[src/source/ooo_cfg.svh]
`ifndef OOO_CFG_SVH
`define OOO_CFG_SVH

// Register counts
`define OOO_ARCH_REGS 32
`define OOO_PHYS_REGS 64

// Reorder buffer depth
`define OOO_ROB_DEPTH 16

// Field widths
`define OOO_DATA_W 32
`define OOO_IMM_W 16
`define OOO_ARCH_W 5
`define OOO_PHYS_W 6
`define OOO_ROB_W 4

`define OOO_MUL_LAT 3

`endif

[src/source/ooo_pkg.sv]
`default_nettype none

`include "ooo_cfg.svh"

package ooo_pkg;

    typedef logic [`OOO_ARCH_W-1:0] arch_reg_t;
    typedef logic [`OOO_PHYS_W-1:0] phys_reg_t;
    typedef logic [`OOO_ROB_W-1:0]  rob_tag_t;
    typedef logic [`OOO_DATA_W-1:0] word_t;

    typedef enum logic [2:0] {
        OP_ADD = 3'd0,
        OP_SUB = 3'd1,
        OP_XOR = 3'd2,
        OP_LI  = 3'd3,
        OP_MUL = 3'd4
    } op_e;

    typedef struct packed {
        op_e                   op;
        arch_reg_t             rd;
        arch_reg_t             rs1;
        arch_reg_t             rs2;
        logic [`OOO_IMM_W-1:0] imm;
    } instr_t;

    typedef struct packed {
        arch_reg_t rd;
        word_t     data;
    } retire_t;

    // Old mapping is freed when the entry retires
    typedef struct packed {
        arch_reg_t rd;
        phys_reg_t new_phys;
        phys_reg_t old_phys;
    } rob_entry_t;

    typedef struct packed {
        op_e       op;
        phys_reg_t dst;
        rob_tag_t  tag;
        word_t     a;
        word_t     b;
        word_t     imm;
    } exec_req_t;

    typedef struct packed {
        logic      valid;
        phys_reg_t phys;
        rob_tag_t  tag;
        word_t     data;
    } wb_t;

endpackage

`default_nettype wire

[src/source/free_list.sv]
`timescale 1ns/100ps
`default_nettype none

`include "ooo_cfg.svh"

module free_list (
    input  logic               clk,
    input  logic               rst,
    input  logic               pop,
    input  logic               push,
    input  ooo_pkg::phys_reg_t push_phys,
    output ooo_pkg::phys_reg_t head_phys,
    output logic               empty
);

    localparam int DEPTH = `OOO_PHYS_REGS - `OOO_ARCH_REGS;
    localparam int PTR_W = $clog2(DEPTH);

    ooo_pkg::phys_reg_t queue [DEPTH];
    logic [PTR_W-1:0]   head;
    logic [PTR_W-1:0]   tail;
    logic [PTR_W:0]     count;

    assign head_phys = queue[head];
    assign empty     = (count == '0);

    always_ff @(posedge clk or posedge rst) begin
        if (rst) begin
            // Everything above the architectural range starts free
            for (int i = 0; i < DEPTH; i++) begin
                queue[i] <= ooo_pkg::phys_reg_t'(`OOO_ARCH_REGS + i);
            end
            head  <= '0;
            tail  <= '0;
            count <= (PTR_W + 1)'(DEPTH);
        end else begin
            if (push) begin
                queue[tail] <= push_phys;
                tail        <= tail + 1'b1;
            end
            if (pop) begin
                head <= head + 1'b1;
            end
            if (push && !pop) begin
                count <= count + 1'b1;
            end else if (pop && !push) begin
                count <= count - 1'b1;
            end
        end
    end

endmodule

`default_nettype wire

[config.mk]
export PLATFORM = sky130hd
export DESIGN_NAME = free_list
export DESIGN_NICKNAME = d
export VERILOG_FILES = /design/src/source/ooo_pkg.sv /design/src/source/free_list.sv
export VERILOG_INCLUDE_DIRS = /design/src /design/src/source
export SDC_FILE = /design/constraint.sdc
export NUM_CORES = 1
export LEC_CHECK = 0
export ABC_AREA = 1
export BUFFER_PORTS_ARGS = -buffer_cell sky130_fd_sc_hd__buf_2
export CAP_MARGIN = 15
export CELL_PAD_IN_SITES_DETAIL_PLACEMENT = 1
export CELL_PAD_IN_SITES_GLOBAL_PLACEMENT = 1
export CORE_MARGIN = 2
export CORE_UTILIZATION = 45
export CTS_BUF_LIST = sky130_fd_sc_hd__clkbuf_8
export CTS_CLUSTER_SIZE = 12
export DETAILED_ROUTE_END_ITERATION = 10
export GPL_TIMING_DRIVEN = 0
export PLACE_DENSITY = 0.9
export SYNTH_ARGS = -nofsm -noshare
export SYNTH_HDL_FRONTEND = slang
export SYNTH_SLANG_ARGS = --single-unit
export TNS_END_PERCENT = 10
[constraint.sdc]
create_clock -name clk -period 6.4 [get_ports clk]
set_input_delay 0.96 -clock clk [delete_from_list [all_inputs] [get_ports clk]]
set_output_delay 0.96 -clock clk [all_outputs]
set_load 0.05 [all_outputs]
==> results.py <==
metrics = {
    "die": {
        "core_um2": 23400,
        "start_util_pct": 45.6,
        "die_w_um": 158,
        "die_area_um2": 24900,
        "rows": 56,
        "io_pins": 17,
        "dieHeight_um": 158,
    },
    "cts": {
        "cts.sink_count": 208,
        "cts_root_buf": "clkbuf_8",
        "ctsHoldBuffers": 0,
        "post_cts_buffers": 0,
        "clkSlewWorstSetupHoldPaths_ps": 60,
        "clk_latency_ps": 550,
        "cts_buffer_depth": 3,
        "htree_levels": 2,
        "cts-resized-gates": 0,
        "cts_tree": "yes",
        "cts_made_buffers": 38,
    },
    "timing": {
        "period_needed_ps": 3700,
        "finalSetupViolations": 0,
        "period_share_pct": 57.9,
        "fin_tns_setup_ps": 0,
        "maxSlewViolCount": 0,
        "finalHoldViolations": 0,
        "max-slew-margin-rel_pct": 43.3,
        "finClkSkew_ps": 21.2,
        "fmax_mhz": 270,
        "rsz0062_at_grt": "false",
        "tightest_slew_ps": 850,
    },
    "finish": {
        "drive_gt1_share_pct": 23.6,
        "layoutNonFillerInstCount": 1741,
        "area_growth_pct": 12.4,
        "finish.utilization_pct": 51.2,
        "n_antenna_cell": 0,
        "n_fill_cell": 2905,
        "fin_nets": 1414,
        "multi_input_area_um2": 4320,
        "layout.area.seq_um2": 5350,
    },
    "synth": {
        "yosys.area.top_type": "dfstp_2",
        "synth_seq_cells": 208,
        "synth.distinct_cells": 32,
        "synth_nets": 1353,
        "netlist_area_um2": 10700,
        "yosysTopAreaCellShare_pct": 27.8,
        "syn_avg_cell_area_um2": 8.01,
        "synth-main-ff-cell": "dfstp_2",
        "synth.area.top_cells": "dfstp_2 28%, dfrtp_1 22%, nand2_1 17%",
        "synth_most_common_cell": "nand2_1",
        "yosysWarnings": 0,
        "netlist_instances": 1332,
        "synth_edf_count": 0,
        "yosysSeqAreaShare_pct": 50.1,
        "synthTopCellsByCount": "469 x nand2_1, 125 x inv_1, 121 x nand3_1",
        "ys_async_sr_fraction_pct": 100,
    },
    "global_route": {
        "grt_use_met2_pct": 47.8,
        "met1_usage_pct": 36.1,
        "grt_usage_pct": 28.9,
        "met3_usage_pct": 5.31,
        "busiest_layer": "met2",
        "grt-ovfl-total": 0,
        "grt_max_degree": 45,
        "grt_pass1_vias": 10100,
        "antenna_found_initial": 0,
        "grt_pass1_wl_um": 54800,
    },
    "power": {
        "ir_drop_uv": 212,
        "p_per_area_nw_per_um2": 542,
        "power.total_mw": 6.49,
        "p_leak_nw": 5.61,
    },
    "run_status": {
        "status": "complete, no violations",
    },
    "route": {
        "viasPerCell": 5.45,
        "post_drt_wl_per_cell_um": 19.8,
        "wirelength_um": 34400,
        "dr.pass1.iters": 5,
        "drtIter0Drc": 719,
        "drc": 0,
        "vias": 9494,
        "ant_nets": 0,
    },
    "worst_setup_path": {
        "start_kind": "flip-flop",
        "r2r_start": "tail[0]",
        "crit_required_ps": 5440,
        "r2r-end": "queue[6]",
        "r2r_cells": 8,
        "cp_max_fo": 10,
        "ff2ff_setup_slack_ps": 4300,
        "setup.worst_path.end_class": "output pin",
        "path_class": "reg2out",
        "cp.arrival_ps": 2740,
    },
    "placement": {
        "placed_cells": 1672,
        "routabilityCongestion": 0.989,
        "hpwl_um": 24200,
        "port_buffers": 16,
    },
    "hold_path": {
        "hp-class": "in2async",
    },
    "job": {
        "maxCapViolCount": 0,
    },
}
## flip-flops by register name, summed over array words and instances, names as in the netlist
signal  cells
queue     192
tail        5
head        5
count       6
## final cells by class
class,instances,area share [%]
flip-flops and latches,208,44.6
multi-input cells,903,36.1
clock buffers,47,5.40
plain buffers,91,4.23
inverters,130,4.10
well taps,319,3.33
repair buffers,21,1.50
clock inverters,22,0.741
## through the flow
step / instance area, µm² / hold WS [ps] / setup slack [ps]
6_report: 12000 / 379 / 2700
5_1_grt: 12000 / 386 / 2560
4_1_cts: 12000 / 375 / 2780
3_5_place_dp: 11200 / 463 / 3380
3_3_place_gp: 11100 / 459 / 1470
2_1_floorplan: 10700 / 451 / 2830
## cells by family after synthesis
kind of cell / synth area share [%]
flip-flops: 50.1
AO/OA/AOI/OAI: 12.0
adder cells (fa/ha/maj): 1.36
AND/OR/NAND/NOR: 26.4
buffers and inverters: 9.33
XOR/XNOR: 0.821
## placed cells by master, fill, tap and decap left out, types with 39 or more instances in the layout
| cell type | count |
|---|---|
| clkbuf_8 | 47 |
| o21ai_0 | 98 |
| dfrtp_1 | 95 |
| buf_2 | 63 |
| nand3_1 | 121 |
| inv_1 | 143 |
| nand2_1 | 469 |
| o21ai_2 | 42 |
| o21ai_1 | 39 |
| dfstp_2 | 113 |
## worst max path at each step
stage                     cells after the start            to  slack [ps]    start
final                                        12  head_phys[1]        2700  head[0]
after global routing                         12  head_phys[1]        2560  head[0]
after CTS                                    12  head_phys[3]        2780  head[0]
after detailed placement                     12  head_phys[1]        3380  head[0]
after global placement                        2    queue[162]        1470      rst
after floorplan                               1      count[0]        2830      rst
## power by group
part	internal, mW	leakage, nW	switching [mW]	total [mW]
combinational	0.883	2.76	1.97	2.86
clock	0.661	0.447	0.579	1.24
sequential	2.06	2.41	0.331	2.39
total	3.61	5.61	2.88	6.49
## worst max-delay path, cell delays in order (launching register included)
cell and delay, ps:
dfrtp_1 390, buf_2 170, inv_2 210, buf_2 280, nand2_1 80, nand2_1 80
nand2_1 50, a21oi_1 370, nor2_1 120, nand2_1 80, nand2_1 80, inv_1 60
buf_2 250
## routing by layer
metal	wire length, µm	up-vias
met5	0	-
met4	1850	0
met3	2360	118
met2	16300	351
met1	14000	4691
li1	-	4334
No activity file was read; power rests on OpenSTA's default activity.
