<file path="config.mk">
export PLATFORM = sky130hd
export DESIGN_NAME = rename_table
export DESIGN_NICKNAME = d
export VERILOG_FILES = /design/src/source/ooo_pkg.sv /design/src/source/rename_table.sv
export VERILOG_INCLUDE_DIRS = /design/src /design/src/source
export SDC_FILE = /design/constraint.sdc
export NUM_CORES = 1
export LEC_CHECK = 0
export BUFFER_PORTS_ARGS = -buffer_cell sky130_fd_sc_hd__clkbuf_2
export CAP_MARGIN = 20
export CORE_MARGIN = 1.5
export CORE_UTILIZATION = 50
export CTS_CLUSTER_SIZE = 10
export DETAILED_ROUTE_END_ITERATION = 12
export PLACE_DENSITY_LB_ADDON = 0.05
export RECOVER_POWER = 100
export SYNTH_ARGS = -nofsm -noshare
export SYNTH_HDL_FRONTEND = slang
export SYNTH_SLANG_ARGS = --single-unit
</file>
<file path="constraint.sdc">
create_clock -name clk -period 5.7 [get_ports clk]
set_input_delay 0.57 -clock clk [delete_from_list [all_inputs] [get_ports clk]]
set_output_delay 0.57 -clock clk [all_outputs]
set_load 0.02 [all_outputs]
</file>
<file path="src/source/ooo_cfg.svh">
`ifndef OOO_CFG_SVH
`define OOO_CFG_SVH

// Register counts
`define OOO_ARCH_REGS 32
`define OOO_PHYS_REGS 64

// Reorder buffer depth
`define OOO_ROB_DEPTH 16

// Field widths
`define OOO_DATA_W 32
`define OOO_IMM_W 16
`define OOO_ARCH_W 5
`define OOO_PHYS_W 6
`define OOO_ROB_W 4

`define OOO_MUL_LAT 3

`endif

</file>
<file path="src/source/ooo_pkg.sv">
`default_nettype none

`include "ooo_cfg.svh"

package ooo_pkg;

    typedef logic [`OOO_ARCH_W-1:0] arch_reg_t;
    typedef logic [`OOO_PHYS_W-1:0] phys_reg_t;
    typedef logic [`OOO_ROB_W-1:0]  rob_tag_t;
    typedef logic [`OOO_DATA_W-1:0] word_t;

    typedef enum logic [2:0] {
        OP_ADD = 3'd0,
        OP_SUB = 3'd1,
        OP_XOR = 3'd2,
        OP_LI  = 3'd3,
        OP_MUL = 3'd4
    } op_e;

    typedef struct packed {
        op_e                   op;
        arch_reg_t             rd;
        arch_reg_t             rs1;
        arch_reg_t             rs2;
        logic [`OOO_IMM_W-1:0] imm;
    } instr_t;

    typedef struct packed {
        arch_reg_t rd;
        word_t     data;
    } retire_t;

    // Old mapping is freed when the entry retires
    typedef struct packed {
        arch_reg_t rd;
        phys_reg_t new_phys;
        phys_reg_t old_phys;
    } rob_entry_t;

    typedef struct packed {
        op_e       op;
        phys_reg_t dst;
        rob_tag_t  tag;
        word_t     a;
        word_t     b;
        word_t     imm;
    } exec_req_t;

    typedef struct packed {
        logic      valid;
        phys_reg_t phys;
        rob_tag_t  tag;
        word_t     data;
    } wb_t;

endpackage

`default_nettype wire

</file>
<file path="src/source/rename_table.sv">
`timescale 1ns/100ps
`default_nettype none

`include "ooo_cfg.svh"

module rename_table (
    input  logic                       clk,
    input  logic                       rst,
    input  ooo_pkg::arch_reg_t         rs1,
    input  ooo_pkg::arch_reg_t         rs2,
    output ooo_pkg::phys_reg_t [1:0]   src_phys,
    input  logic                       rename_we,
    input  ooo_pkg::arch_reg_t         rd,
    input  ooo_pkg::phys_reg_t         rd_new,
    output ooo_pkg::phys_reg_t         rd_old,
    input  logic                       commit_we,
    input  ooo_pkg::arch_reg_t         commit_rd,
    input  ooo_pkg::phys_reg_t         commit_phys
);

    ooo_pkg::phys_reg_t spec_map [`OOO_ARCH_REGS];
    ooo_pkg::phys_reg_t commit_map [`OOO_ARCH_REGS];

    assign src_phys[0] = spec_map[rs1];
    assign src_phys[1] = spec_map[rs2];
    assign rd_old      = spec_map[rd];

    // Speculative mapping, written at dispatch
    always_ff @(posedge clk or posedge rst) begin
        if (rst) begin
            for (int i = 0; i < `OOO_ARCH_REGS; i++) begin
                spec_map[i] <= ooo_pkg::phys_reg_t'(i);
            end
        end else if (rename_we) begin
            spec_map[rd] <= rd_new;
        end
    end

    // Architectural mapping, written in program order at retire
    always_ff @(posedge clk or posedge rst) begin
        if (rst) begin
            for (int i = 0; i < `OOO_ARCH_REGS; i++) begin
                commit_map[i] <= ooo_pkg::phys_reg_t'(i);
            end
        end else if (commit_we) begin
            commit_map[commit_rd] <= commit_phys;
        end
    end

endmodule

`default_nettype wire

</file>
==> results.md <==
* Outcome: finished with violations
* Failing checks: max-capacitance violations, max-slew violations
* Via count at between 7,000 and 8,000
* DRT iter0 DRCs at ~570
* Area of the core at between 20,000 and 25,000 sq um
* R2R cell count at 1
* Largest register FFs at 192
* I/O Pins at 54
* Sequential share of the synthesized area at between 40% and 50%
* Seq cells post-synth at approximately 190
* DIE HEIGHT at around 160 um
* Final Hold Fails at 0
* CP required at roughly 5000 ps
* Power per cell area at 345 nW/um^2
* First-pass GRT wire length at approximately 50 mm
* Pre-antenna DRT Iters at 5
* Post-synth EDFFs at 0
* Root buf cell: clkbuf_16
* TritonCTS clock tree: done
* Total grt overflow at 0
* Fin crit period at between 4000 and 5000 ps
* R2R Path Start: spec_map[42]
* Antenna viol nets, final at 0
* Routability congestion estimate at ~0.88
* Worst hold slack at around 550 ps
* Final setup violation count at 0
* Synthesized net count at 746
* Clock tree buffer depth at 2
* Clock Skews at 0 ps
* Hold path startpoint: spec_map[161]
* Fin. max-slew vios at ~260
* Synth Warn # at 0
* Reg2reg end: spec_map[42]
* P&R area growth vs syn at 8.20%
* Post-DR vias/cell at ~7.0
* Max Fclk at 216 MHz
* Vias in the first global route at between 7,000 and 8,000
* Max Cap Violations at 4
* Worst vdd ir at approximately 160 uV
* Initial core utilization at about half
* Syn avg cell area at between 15 and 20 sq um
* Wire per inst at about 32 um
* Placement Rows at between 50 and 60
* Hold Path Depth at 1
* Die span in x at around 160 um
* Distinct cells, synth at 22
* Placed wire-length estimate at approximately 22 mm
* Setup CP Type: in2out
* Layout cell share with drive strength beyond 1 at a little under three quarters
* Reg-to-reg setup timing slack at 4860 ps
* Final wirelength at between 30 and 40 mm
* Cell Area, Synth at 11,800 sq um
* Synth Instances at 710
* Residual DRC at 0
* # diodes at 0
* CP Capture Type: output port
* Cts hold-fix bufs at 0
* Headroom to the max-slew limit at -101%
* Min-delay worst type: reg2reg
* Largest net degree at the start of global routing at around 140
* Largest regs: spec_map: 192 flops
* CP arrival at ~4100 ps
* RSZ-0062 raised after global routing: false
* I/O Buffers at roughly 40
* CP Launch Type: input pin
* Post-CTS Resized at 0
* Htree depth at 4
* Initial antenna violation count at 1
* Clk slew on worst S/H paths at roughly 70 ps
* CTS Buf Count at 17
* Synth Flop Type: dfrtp_1
* Ys async rst share at 100%
* All-Layer GR Usage at 29.4%
* Nets at between 700 and 800
* CP max FO at 24
* Most flops, register: spec_map
* Period utilisation layout at 81.4%
* WHS Endpoint: spec_map[161]
* Lkg Pwr at around 4.9 nW
* CTS sink cnt at 192
* Worst slew pin tran at 3020 ps
* Setup TNS at 0 ps
* Skew-Pair Late Insertion Delay at between 400 and 500 ps
* Post-CTS Repair Setup Buffers at 0
* Overall die area at around 24,000 sq um
layer usage:
metal / vias to the layer above / wire length, um / GRT usage [%] / part of all wire, %
met1: 4005 / 13800 / 40.6 / 41
met3: 60 / 2450 / 6.34 / 7.3
met5: - / 0 / 0 / 0
met4: 0 / 629 / 8.03 / 1.9
li1: 2925 / - / - / -
met2: 330 / 16700 / 47.3 / 50
final cells by class:
| class | count | area, sq um |
|---|---|---|
| tap | 313 | 392 |
| sequential | 192 | 4900 |
| clock inverter | 11 | 154 |
| fill | 1810 | 10100 |
| inverter | 1 | 7.51 |
| multi-input combinational | 454 | 6570 |
| timing repair buffer | 50 | 251 |
| clock buffer | 21 | 460 |
Yosys cell counts (2+ instances only):
master,instances,share of area [%]
mux4_2,168,32
or3b_2,3,0.22
nor2_1,24,0.77
nand3b_1,5,0.32
buf_1,6,0.19
dfstp_2,80,18
clkbuf_1,40,1.3
nand2_1,8,0.26
a22oi_1,24,1.5
nor3b_1,3,0.19
nand3_1,2,0.085
buf_6,6,0.57
and3b_1,3,0.22
dfrtp_1,112,24
nand4_1,6,0.32
buf_2,11,0.47
mux2_2,204,20
stage by stage:
| stage | cell area (sq um) | setup WS [ps] | power (mW) | cells | util [%] |
|---|---|---|---|---|---|
| after floorplan | 11800 | 35.2 | 2.79 | 710 | - |
| after global placement | 12200 | 1990 | 3.07 | 1009 | 53.2 |
| after detailed placement | 12200 | 1970 | 3.13 | 1009 | 53.2 |
| after CTS | 12800 | 1960 | 4.40 | 1041 | 55.9 |
| after global routing | 12700 | 983 | 4.57 | 1042 | 55.8 |
| final | 12700 | 1060 | 4.39 | 1042 | 55.8 |
report_power, final:
part,switching (mW),leakage (nW),total [mW],internal [mW]
combinational,0.454,2.34,1.13,0.681
sequential,0.272,2.27,1.99,1.72
clock,0.551,0.295,1.27,0.719
total,1.28,4.90,4.39,3.12
how the worst max path moves through the flow:
stage | from | to | slack [ps] | cells past startpoint
finish | rd[1] | rd_old[3] | 1060 | 7
detailed placement | rs1[2] | src_phys[1] | 1970 | 6
global route | rd[1] | rd_old[3] | 980 | 7
floorplan | rst | spec_map[100] | 40 | 1
CTS | rs1[2] | src_phys[1] | 1960 | 6
global placement | rs2[2] | src_phys[7] | 1990 | 6
cells by family after synthesis:
logic type / after synthesis / share of synthesized area [%]
AOI/OAI and AO/OA: 24 / 1.53
muxes: 372 / 51.6
and+or+nand+nor: 58 / 2.64
DFF: 192 / 41.7
buffers and inverters: 64 / 2.54
cell usage in the layout, fill, tap and decap left out, drive strengths merged, types with 4 or more instances in the layout:
| cell type | n |
|---|---|
| mux2 | 204 |
| mux4 | 168 |
| dfrtp | 112 |
| dfstp | 80 |
| clkbuf | 63 |
| nor2 | 24 |
| a22oi | 24 |
| nand2 | 8 |
| buf | 8 |
| nand4 | 6 |
| nand3b | 5 |
| nor3b | 4 |
worst max-delay path, cell delays in order:
cell	delay [ps]
clkbuf_1	740
clkbuf_1	1220
buf_4	440
mux4_2	340
a22oi_1	330
nand4_1	190
clkbuf_1	210
Note: power is estimated with default switching activity, not from simulation.
