### config.mk
export PLATFORM = sky130hd
export DESIGN_NAME = exec_unit
export DESIGN_NICKNAME = d
export VERILOG_FILES = /design/src/source/ooo_pkg.sv /design/src/source/exec_unit.sv
export VERILOG_INCLUDE_DIRS = /design/src /design/src/source
export SDC_FILE = /design/constraint.sdc
export NUM_CORES = 2
export LEC_CHECK = 0
export ABC_AREA = 0
export BUFFER_PORTS_ARGS = -buffer_cell sky130_fd_sc_hd__buf_4
export CAP_MARGIN = 20
export CORE_UTILIZATION = 50
export DETAILED_ROUTE_END_ITERATION = 16
export HOLD_SLACK_MARGIN = 0.15
export PLACE_DENSITY_LB_ADDON = 0.2
export SETUP_SLACK_MARGIN = 0.3
export SYNTH_ARGS = -nofsm -noshare
export SYNTH_HDL_FRONTEND = slang
export SYNTH_SLANG_ARGS = --single-unit
### constraint.sdc
create_clock -name clk -period 11.6 [get_ports clk]
set_clock_uncertainty 0.1 [all_clocks]
set_input_delay 1.74 -clock clk [delete_from_list [all_inputs] [get_ports clk]]
set_output_delay 1.74 -clock clk [all_outputs]
set_load 0.005 [all_outputs]
### src/source/ooo_cfg.svh
`ifndef OOO_CFG_SVH
`define OOO_CFG_SVH

// Register counts
`define OOO_ARCH_REGS 32
`define OOO_PHYS_REGS 64

// Reorder buffer depth
`define OOO_ROB_DEPTH 16

// Field widths
`define OOO_DATA_W 32
`define OOO_IMM_W 16
`define OOO_ARCH_W 5
`define OOO_PHYS_W 6
`define OOO_ROB_W 4

`define OOO_MUL_LAT 3

`endif

### src/source/ooo_pkg.sv
`default_nettype none

`include "ooo_cfg.svh"

package ooo_pkg;

    typedef logic [`OOO_ARCH_W-1:0] arch_reg_t;
    typedef logic [`OOO_PHYS_W-1:0] phys_reg_t;
    typedef logic [`OOO_ROB_W-1:0]  rob_tag_t;
    typedef logic [`OOO_DATA_W-1:0] word_t;

    typedef enum logic [2:0] {
        OP_ADD = 3'd0,
        OP_SUB = 3'd1,
        OP_XOR = 3'd2,
        OP_LI  = 3'd3,
        OP_MUL = 3'd4
    } op_e;

    typedef struct packed {
        op_e                   op;
        arch_reg_t             rd;
        arch_reg_t             rs1;
        arch_reg_t             rs2;
        logic [`OOO_IMM_W-1:0] imm;
    } instr_t;

    typedef struct packed {
        arch_reg_t rd;
        word_t     data;
    } retire_t;

    // Old mapping is freed when the entry retires
    typedef struct packed {
        arch_reg_t rd;
        phys_reg_t new_phys;
        phys_reg_t old_phys;
    } rob_entry_t;

    typedef struct packed {
        op_e       op;
        phys_reg_t dst;
        rob_tag_t  tag;
        word_t     a;
        word_t     b;
        word_t     imm;
    } exec_req_t;

    typedef struct packed {
        logic      valid;
        phys_reg_t phys;
        rob_tag_t  tag;
        word_t     data;
    } wb_t;

endpackage

`default_nettype wire

### src/source/exec_unit.sv
`timescale 1ns/100ps
`default_nettype none

`include "ooo_cfg.svh"

module exec_unit (
    input  logic                    clk,
    input  logic                    rst,
    input  ooo_pkg::exec_req_t      req,
    input  logic                    req_valid,
    output ooo_pkg::wb_t            wb,
    output logic [`OOO_MUL_LAT-1:0] mul_busy
);

    ooo_pkg::wb_t   alu_q;
    ooo_pkg::wb_t   mul_q [`OOO_MUL_LAT];
    ooo_pkg::word_t mul_b;
    ooo_pkg::word_t alu_res;

    always_comb begin
        case (req.op)
            ooo_pkg::OP_SUB: alu_res = req.a - req.b;
            ooo_pkg::OP_XOR: alu_res = req.a ^ req.b;
            ooo_pkg::OP_LI:  alu_res = req.imm;
            default:         alu_res = req.a + req.b;
        endcase
    end

    always_ff @(posedge clk or posedge rst) begin
        if (rst) begin
            alu_q <= '0;
        end else begin
            alu_q.valid <= req_valid && (req.op != ooo_pkg::OP_MUL);
            alu_q.phys  <= req.dst;
            alu_q.tag   <= req.tag;
            alu_q.data  <= alu_res;
        end
    end

    // Stage 0 holds the operands, stage 1 multiplies, later stages only delay
    always_ff @(posedge clk or posedge rst) begin
        if (rst) begin
            for (int i = 0; i < `OOO_MUL_LAT; i++) begin
                mul_q[i] <= '0;
            end
        end else begin
            mul_q[0].valid <= req_valid && (req.op == ooo_pkg::OP_MUL);
            mul_q[0].phys  <= req.dst;
            mul_q[0].tag   <= req.tag;
            mul_q[0].data  <= req.a;
            mul_q[1]       <= mul_q[0];
            mul_q[1].data  <= mul_q[0].data * mul_b;
            for (int i = 2; i < `OOO_MUL_LAT; i++) begin
                mul_q[i] <= mul_q[i-1];
            end
        end
    end

    always_ff @(posedge clk) begin
        mul_b <= req.b;
    end

    // Issue never lets both paths finish in the same cycle
    assign wb = mul_q[`OOO_MUL_LAT-1].valid ? mul_q[`OOO_MUL_LAT-1] : alu_q;

    always_comb begin
        for (int i = 0; i < `OOO_MUL_LAT; i++) begin
            mul_busy[i] = mul_q[i].valid;
        end
    end

endmodule

`default_nettype wire

==> flow_summary.json <==
{
  "grt_max_degree": 84,
  "cpPeakStageDelay_ns": 1.03,
  "cp_data_required_time_ns": 11.88,
  "clock-sinks": 194,
  "dieArea_mm2": 0.04863,
  "route.vias.total": 17010,
  "r2r_slack_ns": 3.67,
  "ys_ff_latch": 194,
  "grt_pass1_vias": 18240,
  "grt_first_pass_wirelength_um": 106500,
  "worstHoldStart": "mul_q[49]",
  "hold_viol": 0,
  "post_cts_buffers": 0,
  "min_path_cells": 0,
  "crit_type": "reg -> reg",
  "ys_types": 64,
  "synthFlopType": "dfrtp_1",
  "synth-async-reset-ratio": 0.8351,
  "endpoint_kind": "flop",
  "ys_warn_count": 0,
  "max_freq_ghz": 0.1260,
  "final_cell_mix": "415 x inv_1, 409 x fa_1, 304 x nand2_1",
  "outcome": "completed",
  "final_max_slew_viol_count": 0,
  "clk_pin_slew_ns": 0.08,
  "core_area_mm2": 0.04685,
  "die_y_um": 220.5,
  "ioPinCount": 158,
  "wire_per_inst_um": 21.28,
  "drc": 0,
  "slowest_stage": "dfxtp_1",
  "syn_area_mm2": 0.02388,
  "gp_congestion": 0.9700,
  "drive_gt1_frac": 0.1054,
  "start_util": 0.5096,
  "synth-seq-area-share": 0.1966,
  "cts_max_level": 4,
  "syn-instance-count": 2448,
  "r2r_start": "mul_b[8]",
  "crit_top_cell": "fa_1",
  "ant_nets": 0,
  "hp-class": "reg -> reg",
  "grt_overflow_total": 0,
  "dp_hpwl_um": 53310,
  "cap_viol_max_count": 0,
  "synth_edf_count": 0,
  "worst_pin_slew_ns": 1.097,
  "cts.repair.resized": 0,
  "rsz0062_at_grt": "false",
  "antenna_found_initial": 4,
  "clockRootBuffer": "clkbuf_16",
  "areaGrowthSynthToFinish_pct": 9.784,
  "numCtsBuffers": 17,
  "drt_iter0_markers": 1301,
  "clockBufferDepth": 2,
  "r2r_cells": 24,
  "crit_chain": "nand2_1, fa_1, inv_1, fa_1, fa_1, inv_1, fa_1, inv_1, fa_1, inv_1, fa_1, inv_1, fa_1, fa_1, ha_1, and3_1, nand3_1, o211ai_1, nand2_1, a211oi_1, a21o_1, nand2_1, a21oi_1, xnor2_1",
  "fin_nets": 3206,
  "io_buffers": 157,
  "synth_nets": 3124,
  "die_w_um": 220.5,
  "report.final.setup_viol": 0,
  "cts_tree": "built",
  "cp.arrival_ns": 8.21,
  "cp-start-kind": "flop",
  "fillers": 4226,
  "slew_headroom": 0.2679,
  "holdBufCountCts": 0,
  "final_common_cell": "inv_1",
  "hold_end": "mul_q[6]",
  "r2r_end": "mul_q[74]",
  "clk_latency_ns": 0.46,
  "dr.pass1.iters": 8,
  "post-route-period-util": 0.6839,
  "min_period_ns": 7.934,
  "rows": 79,
  "vias_per_cell": 5.398,
  "crit_fanout": 24,
  "routed_wl_um": 67060,
  "syn_avg_cell_area_um2": 9.753,
  "grt_use_total": 0.2973,
  "tns_ns": 0
}
[registers in the layout, indices dropped and copies added (netlist names)]
| signal | cells |
|---|---|
| mul_busy | 3 |
| alu_q | 33 |
| mul_q | 126 |
| mul_b | 32 |
[routing by layer]
| layer | vias up | wire length (µm) | GRT usage |
|---|---|---|---|
| li1 | 7604 | - | - |
| met1 | 8715 | 28650 | 0.4131 |
| met2 | 607 | 32340 | 0.4862 |
| met3 | 82 | 4432 | 0.04289 |
| met4 | 0 | 1643 | 0.08470 |
| met5 | - | 0 | 0 |
[cell families after synthesis]
family,Yosys count,synth area share
AO/OA/AOI/OAI,227,0.05943
XOR/XNOR,172,0.06341
adder cells (fa/ha/maj),564,0.4242
buffers and inverters,529,0.08364
flip-flops,194,0.1966
multiplexers,45,0.02112
AND/OR/NAND/NOR,717,0.1516
[how the worst max path moves through the flow]
stage,start,end,cells past startpoint
finish,mul_b[8],mul_q[74],24
floorplan,mul_q[102],mul_q[73],25
global placement,mul_b[8],mul_q[73],24
detailed placement,mul_b[8],mul_q[73],24
global route,mul_q[94],mul_q[73],24
CTS,mul_b[8],mul_q[73],24
[stage by stage]
step	instance area, µm²	util	setup WS (ns)	hold slack (ns)	instances
after floorplan	23880	-	4.522	0.2312	2448
after global placement	25510	0.5446	3.683	0.2334	3116
after detailed placement	25530	0.5450	3.659	0.2371	3117
after CTS	26180	0.5588	3.624	0.2494	3149
after global routing	26210	0.5594	3.136	0.2487	3150
final	26210	0.5594	3.666	0.2444	3151
[final cells by class]
class                      instances  area, µm²  area share
inverter                         416       1567     0.05976
clock buffer                      17      425.4     0.01623
antenna                            1      2.502  0.00009547
multi-input combinational       1725      17190      0.6557
sequential                       194       4696      0.1791
timing repair buffer             176       1354     0.05165
tap                              607      759.5     0.02898
clock inverter                    15      221.5    0.008449
[synthesized netlist by cell type (all sizes together), types with 2 or more instances]
cell type | count | share of area
o41ai | 3 | 0.0011
and3 | 6 | 0.0016
xnor2 | 128 | 0.047
a221oi | 3 | 0.0014
nand3 | 13 | 0.0032
nand4 | 4 | 0.0010
o211ai | 2 | 0.00063
mux2 | 43 | 0.020
nor4 | 4 | 0.0022
o21ai | 58 | 0.012
clkbuf | 106 | 0.017
o21a | 10 | 0.0031
or3 | 7 | 0.0020
a211oi | 21 | 0.0066
fa | 409 | 0.34
a21oi | 69 | 0.014
or2 | 2 | 0.00052
nand2b | 11 | 0.0029
a21boi | 2 | 0.00063
and2 | 275 | 0.072
inv | 416 | 0.065
o21bai | 10 | 0.0031
dfxtp | 32 | 0.027
o31ai | 5 | 0.0018
a21o | 26 | 0.0082
nor2b | 9 | 0.0024
buf | 7 | 0.0016
nor2 | 63 | 0.0099
a31oi | 4 | 0.0010
ha | 155 | 0.081
dfrtp | 162 | 0.17
nand4b | 2 | 0.00073
nand2 | 304 | 0.048
a31o | 3 | 0.0011
mux2i | 2 | 0.00084
a41oi | 2 | 0.00073
xor2 | 44 | 0.016
nor3 | 14 | 0.0036
[critical path: cells and delay by family, from the launching register on]
family	cells	cell delay [ns]
fa+ha+maj	9	4.17
compound gates	4	1.42
flops	1	1.03
simple gates	5	0.69
buf+inv	5	0.27
xor+xnor	1	0.15
Power is left out: the tool's default activity adds up to more than one toggle a clock period on the data nets, which glitch-free logic cannot reach.
