[src/source/ooo_cfg.svh]
`ifndef OOO_CFG_SVH
`define OOO_CFG_SVH

// Register counts
`define OOO_ARCH_REGS 32
`define OOO_PHYS_REGS 64

// Reorder buffer depth
`define OOO_ROB_DEPTH 16

// Field widths
`define OOO_DATA_W 32
`define OOO_IMM_W 16
`define OOO_ARCH_W 5
`define OOO_PHYS_W 6
`define OOO_ROB_W 4

`define OOO_MUL_LAT 3

`endif

[src/source/ooo_pkg.sv]
`default_nettype none

`include "ooo_cfg.svh"

package ooo_pkg;

    typedef logic [`OOO_ARCH_W-1:0] arch_reg_t;
    typedef logic [`OOO_PHYS_W-1:0] phys_reg_t;
    typedef logic [`OOO_ROB_W-1:0]  rob_tag_t;
    typedef logic [`OOO_DATA_W-1:0] word_t;

    typedef enum logic [2:0] {
        OP_ADD = 3'd0,
        OP_SUB = 3'd1,
        OP_XOR = 3'd2,
        OP_LI  = 3'd3,
        OP_MUL = 3'd4
    } op_e;

    typedef struct packed {
        op_e                   op;
        arch_reg_t             rd;
        arch_reg_t             rs1;
        arch_reg_t             rs2;
        logic [`OOO_IMM_W-1:0] imm;
    } instr_t;

    typedef struct packed {
        arch_reg_t rd;
        word_t     data;
    } retire_t;

    // Old mapping is freed when the entry retires
    typedef struct packed {
        arch_reg_t rd;
        phys_reg_t new_phys;
        phys_reg_t old_phys;
    } rob_entry_t;

    typedef struct packed {
        op_e       op;
        phys_reg_t dst;
        rob_tag_t  tag;
        word_t     a;
        word_t     b;
        word_t     imm;
    } exec_req_t;

    typedef struct packed {
        logic      valid;
        phys_reg_t phys;
        rob_tag_t  tag;
        word_t     data;
    } wb_t;

endpackage

`default_nettype wire

[src/source/core_ctrl.sv]
`timescale 1ns/100ps
`default_nettype none

`include "ooo_cfg.svh"

module core_ctrl (
    input  logic                     clk,
    input  logic                     rst,
    input  logic                     in_valid,
    output logic                     in_ready,
    input  ooo_pkg::instr_t          in_instr,
    output logic                     out_valid,
    input  logic                     out_ready,
    input  logic                     fl_empty,
    input  logic                     rob_full,
    input  logic                     head_done,
    input  ooo_pkg::phys_reg_t [1:0] src_phys,
    input  logic [1:0]               src_busy,
    input  ooo_pkg::phys_reg_t       dst_phys,
    input  ooo_pkg::rob_tag_t        rob_tail,
    input  ooo_pkg::word_t [1:0]     src_data,
    input  logic [`OOO_MUL_LAT-1:0]  mul_busy,
    output logic                     rename_we,
    output logic                     fl_pop,
    output logic                     rob_push,
    output logic                     rob_pop,
    output logic                     busy_set,
    output ooo_pkg::phys_reg_t [1:0] slot_src,
    output ooo_pkg::exec_req_t       issue,
    output logic                     issue_valid
);

    logic                  run;
    logic                  slot_valid;
    ooo_pkg::op_e          slot_op;
    ooo_pkg::phys_reg_t    slot_dst;
    ooo_pkg::rob_tag_t     slot_tag;
    logic [`OOO_IMM_W-1:0] slot_imm;
    logic                  srcs_ready;
    logic                  wb_clash;
    logic                  accept;

    // li reads no source registers
    assign srcs_ready  = (slot_op == ooo_pkg::OP_LI) || (src_busy == 2'b00);
    // One-cycle result would land on the mul writeback
    assign wb_clash    = (slot_op != ooo_pkg::OP_MUL) && mul_busy[`OOO_MUL_LAT-2];
    assign issue_valid = slot_valid && srcs_ready && !wb_clash;

    assign in_ready = run && !fl_empty && !rob_full && (!slot_valid || issue_valid);
    assign accept   = in_valid && in_ready;

    assign rename_we = accept;
    assign fl_pop    = accept;
    assign rob_push  = accept;
    assign busy_set  = accept;

    assign out_valid = head_done;
    assign rob_pop   = head_done && out_ready;

    always_comb begin
        issue.op  = slot_op;
        issue.dst = slot_dst;
        issue.tag = slot_tag;
        issue.a   = src_data[0];
        issue.b   = src_data[1];
        issue.imm = {{(`OOO_DATA_W-`OOO_IMM_W){slot_imm[`OOO_IMM_W-1]}}, slot_imm};
    end

    always_ff @(posedge clk or posedge rst) begin
        if (rst) begin
            run        <= 1'b0;
            slot_valid <= 1'b0;
        end else begin
            run <= 1'b1;
            if (accept) begin
                slot_valid <= 1'b1;
            end else if (issue_valid) begin
                slot_valid <= 1'b0;
            end
        end
    end

    // Renamed instruction waits here until its sources are written
    always_ff @(posedge clk) begin
        if (accept) begin
            slot_op  <= in_instr.op;
            slot_dst <= dst_phys;
            slot_tag <= rob_tail;
            slot_src <= src_phys;
            slot_imm <= in_instr.imm;
        end
    end

endmodule

`default_nettype wire

[config.mk]
export PLATFORM = sky130hd
export DESIGN_NAME = core_ctrl
export DESIGN_NICKNAME = d
export VERILOG_FILES = /design/src/source/ooo_pkg.sv /design/src/source/core_ctrl.sv
export VERILOG_INCLUDE_DIRS = /design/src /design/src/source
export SDC_FILE = /design/constraint.sdc
export NUM_CORES = 1
export LEC_CHECK = 0
export ABC_AREA = 0
export BUFFER_PORTS_ARGS = -buffer_cell sky130_fd_sc_hd__buf_2
export CORE_AREA = 2 2 101 103
export DETAILED_ROUTE_END_ITERATION = 10
export DIE_AREA = 0 0 103 105
export SLEW_MARGIN = 5
export SYNTH_ARGS = -nofsm -noshare
export SYNTH_HDL_FRONTEND = slang
export SYNTH_SLANG_ARGS = --single-unit
[constraint.sdc]
create_clock -name clk -period 5.97 [get_ports clk]
set_input_delay 0.2985 -clock clk [delete_from_list [all_inputs] [get_ports clk]]
set_output_delay 0.2985 -clock clk [all_outputs]
set_load 0.005 [all_outputs]
==> flow_metrics.py <==
metrics = {
    "floorplanning": {
        "die_x_um": 103,
        "ios": 261,
        "start_util_pct": 21.0,
        "coreArea_um2": 9640,
        "fp.dieH_um": 105,
        "fp-row-count": 36,
        "dieArea_um2": 10800,
    },
    "yosys": {
        "synth.distinct_cells": 17,
        "yosys_warnings": 0,
        "yosys.area.top_type": "edfxtp_1",
        "syn_avg_cell_area_um2": 14.1,
        "synth_area_um2": 2030,
        "synth_edf_count": 41,
        "synth_common_cells": "buf_4, edfxtp_1",
        "async_flop_share_pct": 4.65,
        "yosysMostFrequentCell": "buf_4",
        "syn_inst": 144,
        "yosysSeqAreaShare_pct": 63.2,
        "synth_nets": 276,
        "ys_ff_latch": 43,
        "yosysTopAreaCellShare_pct": 60.7,
        "synth_top_flop_cell": "edfxtp_1",
        "synthTopCellsByArea": "edfxtp_1, buf_4, dfrtp_1, nor4b_2, nor3b_2",
    },
    "outcome": {
        "status": "complete, no violations",
    },
    "critical_path": {
        "cp_max_fo": 45,
        "critPathArrivalTime_ns": 1.86,
        "required_ns": 5.67,
        "end_kind": "output pin",
        "path_class": "reg -> out",
        "start_kind": "register",
    },
    "power": {
        "seq_power_share_pct": 61.3,
        "pwr-share-comb_pct": 6.8,
        "sw_frac_of_total_pct": 20.6,
        "peakVddDrop_mv": 0.195,
        "powerDensity_nw_per_um2": 247,
        "leakagePower_nw": 0.956,
        "switchingPower_w": 0.000114,
        "power.share.clock_pct": 31.9,
        "p_int_w": 0.000441,
    },
    "route": {
        "via_per_inst": 3.42,
        "drt-total-wl_um": 5180,
        "drc_errors": 0,
        "drt-pass1-iter-count": 3,
        "wl_per_cell_um": 16.3,
        "drt_iter0_markers": 16,
        "vias": 1086,
        "drtAntennaViolNets": 0,
    },
    "global_route": {
        "grt_start_max_net_pins": 46,
        "overflow": 0,
        "antenna_found_initial": 0,
        "grtUsageMet2_pct": 16.2,
        "grt_util_met1_pct": 6.02,
        "busiest_layer": "met2",
        "grt_pass1_wl_um": 6910,
        "grt.total_usage_pct": 9.00,
        "grt_pass1_vias": 1160,
        "use_met3_pct": 6.29,
    },
    "flow_run": {
        "maxCapViolations": 0,
    },
    "clock_tree": {
        "cts_max_level": 2,
        "clock_sinks": 43,
        "cts-resized-gates": 0,
        "clk_path_buf_depth": 2,
        "tritoncts": "yes",
        "cts_buffers": 5,
        "clkTransAtPathRegs_ns": 0.08,
        "root_buffer": "clkbuf_8",
        "clk_latency_ns": 0.29,
    },
    "timing": {
        "max_slew.worst_pin.slew_ns": 0.529,
        "setup_viol": 0,
        "slew_headroom_pct": 64.7,
        "finalHoldViolCount": 0,
        "fin_tns_setup_ns": 0,
        "finalCritPeriodShare_pct": 36.2,
        "setup_ws_ns": 3.81,
        "slew_viol_final": 0,
        "rsz0062_at_grt": "false",
        "min_period_ns": 2.16,
        "max_freq_mhz": 463,
        "clock-skew-final_ns": 0.00683,
    },
    "finish": {
        "layout-drive-gt1-share_pct": 68.6,
        "final_util_pct": 23.3,
        "nFillCells": 1048,
        "antennaDiodeCount": 0,
        "final_nets": 316,
        "area_growth_pct": 10.9,
    },
    "hold_path": {
        "worstHoldPathType": "in -> reg",
    },
    "placement": {
        "dp_slack_ns": 4.08,
        "post-dp-hpwl_um": 4390,
        "io_buffer_count": 115,
        "place_congestion": 0.711,
    },
}
[power by group through the flow]
stage | sequential, W | clock, W | combinational, W
3_5_place_dp | 0.000347 | 0 | 0.0000381
5_1_grt | 0.000341 | 0.000194 | 0.0000423
3_3_place_gp | 0.000347 | 0 | 0.0000367
6_report | 0.000340 | 0.000177 | 0.0000377
4_1_cts | 0.000340 | 0.000186 | 0.0000385
2_1_floorplan | 0.000348 | 0 | 0.0000479
[state kept, by name, indices dropped and copies added, names as in the netlist]
name and cells:
slot_valid 1, slot_op 3, slot_dst 6, slot_src 12, run 1, slot_imm 16, slot_tag 4
[what timing repair did]
item / in CTS / in global routing
endpoints found under the hold margin: 2 / 0
hold buffers: 1 / 0
setup buffers: 0 / 0
[stage by stage]
stage | hold WS, ns | cell area, um^2 | std cells | total power (W)
floorplan | 0.0397 | 2030 | 144 | 0.000396
global placement | 0.152 | 2150 | 309 | 0.000384
detailed placement | 0.155 | 2150 | 309 | 0.000385
CTS | 0.155 | 2250 | 318 | 0.000565
global route | 0.155 | 2250 | 318 | 0.000577
finish | 0.169 | 2250 | 318 | 0.000555
[placed cells by master (no fill, tap or decap), drive strengths merged, types with 2 or more instances in the layout]
cell      n
buf     116
edfxtp   41
clkbuf    6
nand2     2
inv       2
dfrtp     2
o21ai     2
nor2      2
[final cells by class]
class	count	area [um^2]	share of cell area, %
clock buffers	6	72.6	3.23
clock inverters	2	12.5	0.556
inverters	2	7.51	0.334
multi-input cells	15	116	5.17
flip-flops and latches	43	1280	57.0
well taps	133	166	7.40
repair buffers	117	593	26.4
[per-layer routing]
layer	up-vias	wire length, um
li1	476	-
met1	455	1210
met2	135	2670
met3	20	1060
met4	0	242
met5	-	0
[kinds of logic after synthesis]
| group | count (synthesis) | share of synthesized area (%) |
|---|---|---|
| compound gates | 4 | 1.48 |
| buf+inv | 86 | 31.5 |
| flops | 43 | 63.2 |
| other cells | 1 | 0.185 |
| simple gates | 10 | 3.70 |
[worst max-delay path, stage by stage, from the launching register on]
cell and delay [ns]:
edfxtp_1 0.42, nor3b_2 0.25, o22ai_2 0.14, nor2_4 0.09, buf_4 0.44, buf_2 0.21
[final timing paths]
| check | startpoint | endpoint | slack, ns | cells past startpoint |
|---|---|---|---|---|
| max | slot_op[0] | rename_we | 3.81 | 5 |
| min | dst_phys[4] | slot_dst[4] | 0.17 | 1 |
| max reg2reg | slot_op[0] | slot_imm[11] | 4.24 | 4 |
| min reg2reg | run | slot_valid | 0.66 | 2 |
| max in group asynchronous | rst | run | 5.47 | 3 |
| min in group asynchronous | rst | slot_valid | 0.39 | 3 |
(Power assumes the default switching activity.)
